$ cat src/chn_bus_pkg.sv
package chn_bus_pkg;

  // ahb transfer type, as driven on htrans.
  typedef enum logic [1:0] {
    IDLE   = 2'b00,
    BUSY   = 2'b01,
    NONSEQ = 2'b10,
    SEQ    = 2'b11
  } htrans_e;

  typedef logic [31:0] haddr_t;
  typedef logic [31:0] hdata_t;
  typedef logic [9:0]  reg_off_t; // only haddr[9:0] is decoded.

  localparam reg_off_t CHN_BASE = 10'h150;

  // offsets from CHN_BASE.
  localparam reg_off_t SARN_OFF       = 10'h000;
  localparam reg_off_t DARN_OFF       = 10'h004;
  localparam reg_off_t CTRL_A_OFF     = 10'h008;
  localparam reg_off_t CTRL_B_OFF     = 10'h00C;
  localparam reg_off_t INT_MASK_OFF   = 10'h010;
  localparam reg_off_t INT_STATUS_OFF = 10'h014;
  localparam reg_off_t INT_CLEAR_OFF  = 10'h018;
  localparam reg_off_t SOFT_REQ_OFF   = 10'h01C;
  localparam reg_off_t CHN_EN_OFF     = 10'h020;

  typedef enum logic [3:0] {
    SEL_NONE       = 4'd0,
    SEL_SARN       = 4'd1,
    SEL_DARN       = 4'd2,
    SEL_CTRL_A     = 4'd3,
    SEL_CTRL_B     = 4'd4,
    SEL_INT_MASK   = 4'd5,
    SEL_INT_STATUS = 4'd6,
    SEL_INT_CLEAR  = 4'd7,
    SEL_SOFT_REQ   = 4'd8,
    SEL_CHN_EN     = 4'd9
  } reg_sel_e;

  // one register access, valid during its data phase.
  typedef struct packed {
    logic     wr;
    logic     rd;
    reg_sel_e sel;
    hdata_t   wdata; // follows hwdata of the data phase.
  } reg_access_t;

endpackage

$ cat src/chn_cfg_pkg.sv
package chn_cfg_pkg;

  typedef logic [11:0] block_tl_t;
  typedef logic [3:0]  group_len_t;
  typedef logic [1:0]  addr_inc_t;
  typedef logic [1:0]  tr_width_t;
  typedef logic [2:0]  int_mode_t;
  typedef logic [1:0]  trg_mode_t;
  typedef logic [3:0]  prot_t;

  // channel configuration as seen by the transfer state machine.
  typedef struct packed {
    logic [31:0] sarn;
    logic [31:0] darn;
    // control word a.
    logic        dgrpaddrc;
    logic        sgrpaddrc;
    logic        grpmc;
    int_mode_t   chintmdc;
    block_tl_t   block_tl;
    group_len_t  group_len;
    addr_inc_t   sinc;
    addr_inc_t   dinc;
    tr_width_t   src_tr_width;
    tr_width_t   dst_tr_width;
    // control word b.
    prot_t       protctl;
    logic        endlan;
    logic        srcdtlgc;
    trg_mode_t   trgtmdc;
    logic        int_en;
  } chn_cfg_t;

  // interrupt sources, bit 3 down to bit 0 on the bus.
  typedef struct packed {
    logic trgetcmp;
    logic htfr;
    logic tfr;
    logic err;
  } int_src_t;

endpackage

$ cat src/chn_ahb_slave.sv
module chn_ahb_slave
  import chn_bus_pkg::*;
(
  input  logic        hclk,
  input  logic        hrst_n,
  input  logic        hsel,
  input  haddr_t      haddr,
  input  htrans_e     htrans,
  input  logic        hwrite,
  input  hdata_t      hwdata,
  input  hdata_t      cfg_rdata,
  input  hdata_t      int_rdata,
  output hdata_t      hrdata,
  output reg_access_t acc
);

  logic     valid;
  logic     hit;
  reg_off_t off;
  reg_sel_e sel_d;
  logic     wr_q;
  logic     rd_q;
  reg_sel_e sel_q;

  assign valid = hsel && (htrans == NONSEQ || htrans == SEQ);

  // addresses below the base wrap to large offsets and miss the map.
  assign off = reg_off_t'(haddr[9:0] - CHN_BASE);

  always_comb begin
    case (off)
      SARN_OFF:       sel_d = SEL_SARN;
      DARN_OFF:       sel_d = SEL_DARN;
      CTRL_A_OFF:     sel_d = SEL_CTRL_A;
      CTRL_B_OFF:     sel_d = SEL_CTRL_B;
      INT_MASK_OFF:   sel_d = SEL_INT_MASK;
      INT_STATUS_OFF: sel_d = SEL_INT_STATUS;
      INT_CLEAR_OFF:  sel_d = SEL_INT_CLEAR;
      SOFT_REQ_OFF:   sel_d = SEL_SOFT_REQ;
      CHN_EN_OFF:     sel_d = SEL_CHN_EN;
      default:        sel_d = SEL_NONE;
    endcase
  end

  assign hit = valid && (sel_d != SEL_NONE);

  // address phase to data phase.
  always_ff @(posedge hclk or negedge hrst_n) begin
    if (!hrst_n) begin
      wr_q  <= 1'b0;
      rd_q  <= 1'b0;
      sel_q <= SEL_NONE;
    end else begin
      wr_q  <= hit && hwrite;
      rd_q  <= hit && !hwrite;
      sel_q <= hit ? sel_d : SEL_NONE;
    end
  end

  assign acc = '{wr: wr_q, rd: rd_q, sel: sel_q, wdata: hwdata};

  // unselected blocks return zero, so an or is enough.
  assign hrdata = rd_q ? (cfg_rdata | int_rdata) : '0;

  a_wr_rd_excl: assert property (
    @(posedge hclk) disable iff (!hrst_n)
    !(acc.wr && acc.rd)
  ) else $error("read and write in the same data phase");

endmodule

$ cat src/chn_cfg_regs.sv
module chn_cfg_regs
  import chn_bus_pkg::*;
  import chn_cfg_pkg::*;
(
  input  logic        hclk,
  input  logic        hrst_n,
  input  reg_access_t acc,
  input  logic        chnen_clr,
  output chn_cfg_t    cfg,
  output logic        chn_en,
  output logic        sfwtrg,
  output hdata_t      rdata
);

  chn_cfg_t cfg_q;
  logic     cfg_wr;
  logic     en_wr;
  logic     soft_req;
  hdata_t   ctrl_a_rd;
  hdata_t   ctrl_b_rd;

  assign cfg_wr = acc.wr && !chn_en; // configuration locked while enabled.
  assign en_wr  = acc.wr && (acc.sel == SEL_CHN_EN);

  always_ff @(posedge hclk or negedge hrst_n) begin
    if (!hrst_n) begin
      cfg_q <= '0;
    end else if (cfg_wr) begin
      case (acc.sel)
        SEL_SARN: cfg_q.sarn <= acc.wdata;
        SEL_DARN: cfg_q.darn <= acc.wdata;
        SEL_CTRL_A: begin
          cfg_q.dgrpaddrc    <= acc.wdata[31];
          cfg_q.sgrpaddrc    <= acc.wdata[29];
          cfg_q.grpmc        <= acc.wdata[28];
          cfg_q.chintmdc     <= acc.wdata[26:24];
          cfg_q.block_tl     <= acc.wdata[23:12];
          cfg_q.group_len    <= acc.wdata[11:8];
          cfg_q.sinc         <= acc.wdata[7:6];
          cfg_q.dinc         <= acc.wdata[5:4];
          cfg_q.src_tr_width <= acc.wdata[3:2];
          cfg_q.dst_tr_width <= acc.wdata[1:0];
        end
        SEL_CTRL_B: begin
          cfg_q.protctl  <= acc.wdata[18:15];
          cfg_q.endlan   <= acc.wdata[14];
          cfg_q.srcdtlgc <= acc.wdata[13];
          cfg_q.trgtmdc  <= acc.wdata[2:1];
          cfg_q.int_en   <= acc.wdata[0];
        end
        default: ;
      endcase
    end
  end

  // a bus write wins over the clear from the state machine.
  always_ff @(posedge hclk or negedge hrst_n) begin
    if (!hrst_n) begin
      chn_en <= 1'b0;
    end else if (en_wr) begin
      chn_en <= acc.wdata[0];
    end else if (chnen_clr) begin
      chn_en <= 1'b0;
    end
  end

  // request is held one cycle, then leaves as the sfwtrg pulse.
  always_ff @(posedge hclk or negedge hrst_n) begin
    if (!hrst_n) begin
      soft_req <= 1'b0;
      sfwtrg   <= 1'b0;
    end else begin
      soft_req <= acc.wr && (acc.sel == SEL_SOFT_REQ) && acc.wdata[0];
      sfwtrg   <= soft_req;
    end
  end

  assign cfg = cfg_q;

  assign ctrl_a_rd = {cfg_q.dgrpaddrc, 1'b0, cfg_q.sgrpaddrc, cfg_q.grpmc, 1'b0,
                      cfg_q.chintmdc, cfg_q.block_tl, cfg_q.group_len,
                      cfg_q.sinc, cfg_q.dinc, cfg_q.src_tr_width, cfg_q.dst_tr_width};

  assign ctrl_b_rd = {13'h0, cfg_q.protctl, cfg_q.endlan, cfg_q.srcdtlgc,
                      10'h0, cfg_q.trgtmdc, cfg_q.int_en};

  always_comb begin
    case (acc.sel)
      SEL_SARN:   rdata = cfg_q.sarn;
      SEL_DARN:   rdata = cfg_q.darn;
      SEL_CTRL_A: rdata = ctrl_a_rd;
      SEL_CTRL_B: rdata = ctrl_b_rd;
      SEL_CHN_EN: rdata = {31'h0, chn_en};
      default:    rdata = '0;
    endcase
  end

  // only the rising edge of chn_en may still see a configuration write.
  a_cfg_lock: assert property (
    @(posedge hclk) disable iff (!hrst_n)
    chn_en |=> $stable(cfg_q)
  ) else $error("configuration changed while channel enabled");

endmodule

$ cat src/chn_int_ctrl.sv
module chn_int_ctrl
  import chn_bus_pkg::*;
  import chn_cfg_pkg::*;
(
  input  logic        hclk,
  input  logic        hrst_n,
  input  reg_access_t acc,
  input  int_src_t    int_evt,
  input  logic        int_en,
  output logic        irq,
  output hdata_t      rdata
);

  int_src_t mask_q;
  int_src_t status_q;
  int_src_t clr_q;

  always_ff @(posedge hclk or negedge hrst_n) begin
    if (!hrst_n) begin
      mask_q <= '0;
    end else if (acc.wr && (acc.sel == SEL_INT_MASK)) begin
      mask_q <= int_src_t'(acc.wdata[3:0]);
    end
  end

  // write one to clear gives a single cycle pulse.
  always_ff @(posedge hclk or negedge hrst_n) begin
    if (!hrst_n) begin
      clr_q <= '0;
    end else if (acc.wr && (acc.sel == SEL_INT_CLEAR)) begin
      clr_q <= int_src_t'(acc.wdata[3:0]);
    end else begin
      clr_q <= '0;
    end
  end

  always_ff @(posedge hclk or negedge hrst_n) begin
    if (!hrst_n) begin
      status_q <= '0;
    end else begin
      status_q <= int_src_t'(int_evt | (status_q & ~clr_q)); // set beats clear.
    end
  end

  assign irq = int_en && (|(status_q & mask_q));

  always_comb begin
    case (acc.sel)
      SEL_INT_MASK:   rdata = {28'h0, mask_q};
      SEL_INT_STATUS: rdata = {28'h0, status_q};
      default:        rdata = '0;
    endcase
  end

  a_irq_gated: assert property (
    @(posedge hclk) disable iff (!hrst_n)
    irq |-> int_en
  ) else $error("irq raised with interrupts disabled");

endmodule

$ cat src/chn_regs_top.sv
module chn_regs_top
  import chn_bus_pkg::*;
  import chn_cfg_pkg::*;
(
  input  logic     hclk,
  input  logic     hrst_n,
  input  logic     hsel,
  input  haddr_t   haddr,
  input  htrans_e  htrans,
  input  logic     hwrite,
  input  hdata_t   hwdata,
  input  logic     chnen_clr,
  input  int_src_t int_evt,
  output chn_cfg_t cfg,
  output logic     chn_en,
  output logic     sfwtrg,
  output logic     irq,
  output hdata_t   hrdata
);

  reg_access_t acc;
  hdata_t      cfg_rdata;
  hdata_t      int_rdata;

  chn_ahb_slave slave_i (
    .hclk      (hclk),
    .hrst_n    (hrst_n),
    .hsel      (hsel),
    .haddr     (haddr),
    .htrans    (htrans),
    .hwrite    (hwrite),
    .hwdata    (hwdata),
    .cfg_rdata (cfg_rdata),
    .int_rdata (int_rdata),
    .hrdata    (hrdata),
    .acc       (acc)
  );

  chn_cfg_regs cfg_i (
    .hclk      (hclk),
    .hrst_n    (hrst_n),
    .acc       (acc),
    .chnen_clr (chnen_clr),
    .cfg       (cfg),
    .chn_en    (chn_en),
    .sfwtrg    (sfwtrg),
    .rdata     (cfg_rdata)
  );

  chn_int_ctrl int_i (
    .hclk    (hclk),
    .hrst_n  (hrst_n),
    .acc     (acc),
    .int_evt (int_evt),
    .int_en  (cfg.int_en), // channel interrupt enable from control word b.
    .irq     (irq),
    .rdata   (int_rdata)
  );

endmodule

$ cat config.mk
export PLATFORM = sky130hd
export DESIGN_NAME = chn_regs_top
export DESIGN_NICKNAME = d
export VERILOG_FILES = /design/src/chn_bus_pkg.sv /design/src/chn_cfg_pkg.sv /design/src/chn_ahb_slave.sv /design/src/chn_cfg_regs.sv /design/src/chn_int_ctrl.sv /design/src/chn_regs_top.sv
export SDC_FILE = /design/constraint.sdc
export NUM_CORES = 1
export LEC_CHECK = 0
export ABC_CLOCK_PERIOD_IN_PS = 4100
export BUFFER_PORTS_ARGS = -buffer_cell sky130_fd_sc_hd__buf_2
export CORE_UTILIZATION = 45
export DETAILED_ROUTE_END_ITERATION = 16
export PLACE_DENSITY = 0.72
export SYNTH_ARGS = -nofsm -noshare
export SYNTH_HDL_FRONTEND = slang
export SYNTH_SLANG_ARGS = --single-unit
export TNS_END_PERCENT = 20
$ cat constraint.sdc
create_clock -name hclk -period 4.1 [get_ports hclk]
set_input_delay 0.41 -clock hclk [delete_from_list [all_inputs] [get_ports hclk]]
set_output_delay 0.41 -clock hclk [all_outputs]
set_load 0.005 [all_outputs]
==> results.yml, run 1 <==
grt:
  grt-busiest-layer: "met2"
  antenna_found_initial: 1
  met2_usage_pct: 38.5
  met1_usage_pct: 29.6
  grt_first_pass_wirelength_mm: 23.5
  overflow: 0
  grt_use_met3_pct: 5.81
  track_usage_pct: 23.4
  grt_pass1_vias: 4403
  grt_max_degree: 51
logic_synthesis:
  yosysTopAreaCell: "dfrtp_1"
  synth_ff_type: "dfrtp_1"
  synth-edff-count: 0
  synth_fp_nets: 522
  synth_top_cells_by_area: "dfrtp_1, mux2_2, a22oi_1, and3b_1, nor2_1"
  yosys_warnings: 0
  synth.top_cells.by_count: "mux2_2, dfrtp_1, a22oi_1, nor2_1, buf_2"
  yosysSeqAreaShare_pct: 52.8
  ys_ff_latch: 124
  netlist_area_mm2: 0.00588
  async_reset_ff_share_pct: 100
  synthesis.instances: 447
  synth_most_common_cell: "mux2_2"
  synth_top_area_share_pct: 52.8
  yosysUniqueCellTypes: 47
  synthesis.area_per_instance_um2: 13.1
worst_setup_path:
  cp_slowest_cell: "dfrtp_1"
  crit_type: "register to output pin"
  cp_top_family: "flip-flops"
  cp_cell_sequence: "nor3b_1, o31ai_4, buf_4, nor2_1, buf_2"
  worstPathRequired_ns: 3.69
  endpoint_kind: "output pin"
  critPathArrivalTime_ns: 3.04
  crit_buf_inv: 2
  cp_max_fo: 29
  cp-start-kind: "register"
  reg2reg_slack_ns: 1.23
  cpPeakStageDelay_ns: 1.01
timing:
  worst_slack_ns: 0.651
  hold_viol_final: 0
  post-route-min-period_ns: 3.45
  slew_violations: 0
  maxSlewHeadroom_pct: 28.5
  worst_slew_pin_slew_ns: 1.07
  clock.fmax_mhz: 290
  setup_tns_ns: 0
  fin_crit_sh_pct: 84.1
  rsz0062_at_grt: "no"
  fin_worst_skew_ns: 0.0129
  setup-violations-final: 0
clock_network:
  numCtsBuffers: 17
  cts_sinks: 124
  clockRootBuffer: "clkbuf_16"
  path_clk_slew_ns: 0.05
  clock_path_buffers: 2
  worstSkewPairLatency_ns: 0.41
  cts_tree: "built"
  cts_resized: 0
  cts.htree.levels: 4
route:
  wl_per_cell_um: 19.0
  first_pass_iters: 4
  ant_nets: 0
  drt_iter0_markers: 227
  vias: 4497
  vias_per_cell: 5.49
  drt_drc_violations_left: 0
  wl_mm: 15.6
run:
  max_cap_violations: 0
hold_path:
  min_path_type: "input pin to register"
placed_design:
  io_buffers: 189
  pre_cts_ws_ns: 1.10
  gp_congestion: 0.776
  dpl_cell_area_mm2: 0.00697
  hpwlAfterDp_mm: 10.4
floorplanning:
  die_y_um: 116
  die_area_mm2: 0.0135
  initial_core_util_pct: 46.4
  io_pins: 213
  fp.dieW_um: 116
  rows: 41
  coreArea_mm2: 0.0127
finish:
  antenna_cells: 0
  drive_above_1_share_pct: 56.6
  design_area_mm2: 0.00751
  syn2layout_area_growth_pct: 27.9
  nets: 710
pwr:
  irDropWorstVdd_mv: 0.272
  powerDensity_mw_per_mm2: 373
  power.leakage_uw: 0.00352
outcome:
  status: "finished, final reports clean"
==> worst paths after layout <==
| check | start | endpoint | depth (start not counted) |
|---|---|---|---|
| setup / recovery | slave_i.sel_q[1] | hrdata[20] | 5 |
| hold / removal | hwrite | slave_i.rd_q | 2 |
| setup reg to reg | slave_i.sel_q[0] | cfg_i.cfg[76] | 4 |
| hold reg to reg | cfg_i.soft_req | cfg_i.sfwtrg | 0 |
| max in group asynchronous | hrst_n | cfg_i.cfg[15] | 3 |
| min in group asynchronous | hrst_n | cfg_i.cfg[98] | 2 |
==> state kept, by name, indices dropped and copies added (netlist names) <==
| name | count |
|---|---|
| cfg_i.sfwtrg | 1 |
| slave_i.wr_q | 1 |
| cfg_i.cfg | 103 |
| int_i.clr_q | 4 |
| slave_i.rd_q | 1 |
| int_i.mask_q | 4 |
| slave_i.sel_q | 4 |
| int_i.status_q | 4 |
| cfg_i.soft_req | 1 |
| cfg_i.chn_en | 1 |
==> placed cells by master (no fill, tap or decap), types with 2 or more instances in the layout <==
cell type / count
a32oi_1: 5
nor3b_1: 2
nand2_1: 6
clkinvlp_4: 2
buf_4: 10
nor2_1: 26
a21o_1: 4
nor4b_2: 2
mux2_2: 128
nand3b_1: 5
o21ai_0: 9
clkbuf_8: 4
clkbuf_16: 17
dfrtp_1: 124
inv_1: 7
a22oi_1: 31
nor3_1: 2
and2_1: 4
clkbuf_1: 3
nor4b_4: 2
nor2b_1: 2
and3b_1: 12
buf_2: 188
clkinv_2: 5
a2111oi_1: 4
a21oi_1: 9
mux2_1: 7
xnor2_1: 2
==> what timing repair did <==
action | in CTS | in global routing
hold buffers | 1 | 0
buffers inserted | 0 | 0
endpoints found under the hold margin | 30 | 0
==> cell type report <==
class,count,area (µm²)
inverter,7,26.3
sequential,124,3100
clock buffer,24,492
multi-input combinational,286,2610
timing repair buffer,199,1030
clock inverter,7,40.0
tap,172,215
fill,1076,5160
==> power by group <==
part | switching [µW] | total, µW | internal [µW] | leakage (µW)
sequential | 30.2 | 1290 | 1260 | 0.00153
combinational | 85.2 | 173 | 87.4 | 0.00172
clock | 507 | 1330 | 826 | 0.000262
total | 622 | 2800 | 2180 | 0.00352
==> routing by layer <==
layer / part of all wire, % / up-vias
met1: 42 / 2265
met4: 1.2 / 2
met3: 6.5 / 18
li1: - / 2031
met5: 0.11 / -
met2: 50 / 181
==> through the flow <==
stage	instances	hold WS [ns]	utilization [%]	power, µW
2_1_floorplan	447	0.114	-	1370
3_3_place_gp	787	0.337	55.0	1480
3_5_place_dp	787	0.337	55.0	1490
4_1_cts	819	0.160	59.3	2830
5_1_grt	819	0.165	59.3	2900
6_report	819	0.170	59.3	2800
==> kinds of logic after synthesis <==
family                    Yosys count  share of synthesized area [%]
and+or+nand+nor                    77                           9.01
buffers and inverters              37                           3.02
xor gates and xnor gates            2                          0.298
AOI/OAI and AO/OA                  71                           8.84
muxes                             136                           26.0
DFF                               124                           52.8
(Power assumes the default switching activity.)
==> run 2, diff against run 1 <==
--- a/config.mk
+++ b/config.mk
@@ -5,11 +5,11 @@
 export SDC_FILE = /design/constraint.sdc
 export NUM_CORES = 1
 export LEC_CHECK = 0
-export ABC_CLOCK_PERIOD_IN_PS = 4100
+export ABC_CLOCK_PERIOD_IN_PS = 2800
 export BUFFER_PORTS_ARGS = -buffer_cell sky130_fd_sc_hd__buf_2
 export CORE_UTILIZATION = 45
 export DETAILED_ROUTE_END_ITERATION = 16
-export PLACE_DENSITY = 0.72
+export PLACE_DENSITY = 0.75
 export SYNTH_ARGS = -nofsm -noshare
 export SYNTH_HDL_FRONTEND = slang
 export SYNTH_SLANG_ARGS = --single-unit
==> constraint.sdc (replaced) <==
create_clock -name hclk -period 2.8 [get_ports hclk]
set_input_delay 0.28 -clock hclk [delete_from_list [all_inputs] [get_ports hclk]]
set_output_delay 0.28 -clock hclk [all_outputs]
set_load 0.005 [all_outputs]
==> results.yml, run 2 (synthesis gave the netlist of run 1 again) <==
finish:
  design_area_mm2: 0.00769
  drive_above_1_share_pct: 57.3
  antenna_cells: 0
  largest_register_ffs: 103
  final_common_cell: "buf_2"
  fillCellCount: 1050
  syn2layout_area_growth_pct: 30.9
  most-common-layout-cells: "buf_2, mux2_2, dfrtp_1"
  nets: 715
floorplanning:
  coreArea_mm2: 0.0127
  die_area_mm2: 0.0135
  rows: 41
  initial_core_util_pct: 46.4
  die_y_um: 116
  io_pins: 213
  fp.dieW_um: 116
clock_network:
  cts.htree.levels: 4
  numCtsBuffers: 17
  cts_sinks: 124
  worstSkewPairLatency_ns: 0.41
  clock_path_buffers: 2
  cts_resized: 0
  clockRootBuffer: "clkbuf_16"
  cts_tree: "built"
  path_clk_slew_ns: 0.05
worst_setup_path:
  cpPeakStageDelay_ns: 0.56
  critPathArrivalTime_ns: 2.35
  worstPathRequired_ns: 2.52
  cp_cell_sequence: "buf_4, nor2_1, a32oi_1, a21oi_1, buf_2"
  crit_type: "register to output pin"
  cp_top_family: "flip-flops"
  cp-start-kind: "register"
  crit_buf_inv: 2
  cp_slowest_cell: "dfrtp_1"
  endpoint_kind: "output pin"
  cp_max_fo: 13
placed_design:
  io_buffers: 189
  gp_congestion: 0.789
  hpwlAfterDp_mm: 10.9
  dpl_cell_area_mm2: 0.00704
  pre_cts_ws_ns: 0.655
route:
  vias_per_cell: 5.47
  drt_iter0_markers: 306
  first_pass_iters: 4
  ant_nets: 0
  drt_drc_violations_left: 0
  routedLengthMet1_mm: 6.28
  wl_mm: 15.4
  wl_met2_mm: 8.03
  top_layer: "met4"
  vias: 4512
  wl_per_cell_um: 18.7
  wl_met3_um: 835
timing:
  worst_slew_pin_slew_ns: 0.755
  clock.fmax_mhz: 380
  fin_worst_skew_ns: 0.00392
  maxSlewHeadroom_pct: 49.6
  setup-violations-final: 0
  fin_crit_sh_pct: 94.0
  post-route-min-period_ns: 2.63
  worst_slack_ns: 0.168
  slew_violations: 0
  rsz0062_at_grt: "no"
  hold_viol_final: 0
  setup_tns_ns: 0
pwr:
  clkPwrFrac_pct: 52.6
  power.leakage_uw: 0.00360
  switching_share_pct: 20.6
  comb_power_share_pct: 5.6
  powerDensity_mw_per_mm2: 589
  irDropWorstVdd_mv: 0.338
  internal_power_uw: 3600
  sequentialPowerShare_pct: 41.8
  switching_power_uw: 935
grt:
  track_usage_pct: 23.4
  grt_max_degree: 58
  grt_first_pass_wirelength_mm: 23.5
  antenna_found_initial: 0
  overflow: 0
  grt_pass1_vias: 4520
outcome:
  status: "finished, final reports clean"
hold_path:
  min_path_type: "input pin to register"
run:
  max_cap_violations: 0
==> run 2: cell count changes in the layout (fill, tap and decap cells not counted) <==
| cell | change |
|---|---|
| clkbuf_1 | -2 |
| clkbuf_8 | -2 |
| clkinv_2 | -1 |
| buf_12 | +2 |
| buf_4 | +3 |
| bufinv_16 | +5 |
| clkinvlp_4 | +1 |
==> run 2: final timing paths <==
check                                 startpoint                end  slack, ns  cells past startpoint
worst max-delay path            slave_i.sel_q[0]          hrdata[0]       0.17                      5
worst min-delay path                  int_evt[2]  int_i.status_q[2]       0.05                      2
worst max register to register  slave_i.sel_q[3]      cfg_i.cfg[29]       0.72                      4
worst min register to register    cfg_i.soft_req       cfg_i.sfwtrg       0.36                      0
max in group asynchronous                 hrst_n      cfg_i.cfg[21]       1.58                      3
min in group asynchronous                 hrst_n   slave_i.sel_q[0]       0.48                      2
==> run 2: area by class of cell <==
class	instances	area, µm²	area share (%)
inverters	7	26.3	0.341
clock inverters	12	193	2.50
well taps	172	215	2.80
flip-flops and latches	124	3100	40.3
repair buffers	204	1090	14.1
multi-input cells	286	2610	34.0
clock buffers	20	457	5.93
==> run 2: power groups by stage <==
stage,combinational (µW),sequential (µW),clock (µW)
after floorplan,89.1,1920,0
after global placement,248,1920,0
after detailed placement,258,1930,0
after CTS,261,1890,2430
after global routing,284,1900,2510
final,256,1890,2380
==> run 2: what timing repair did <==
| item | 4_1_cts | 5_1_grt |
|---|---|---|
| setup endpoints to repair | 0 | 0 |
| hold endpoints to repair | 55 | 0 |
| buffers inserted | 0 | 0 |
| hold buffers | 1 | 0 |
==> run 2: layer usage <==
metal / vias to the layer above / track usage [%]
li1: 2051 / -
met1: 2281 / 28.2
met2: 162 / 40.0
met3: 18 / 5.92
met4: 0 / 9.32
met5: - / 0
==> run 2: through the flow <==
step                power, µW  hold slack [ns]  util (%)  instances
floorplan                2010          -0.0156         -        447
detailed placement       2180            0.355      55.5        792
global placement         2170            0.347      55.5        792
global route             4700           0.0279      60.7        825
finish                   4530           0.0488      60.7        825
CTS                      4580           0.0245      60.7        825
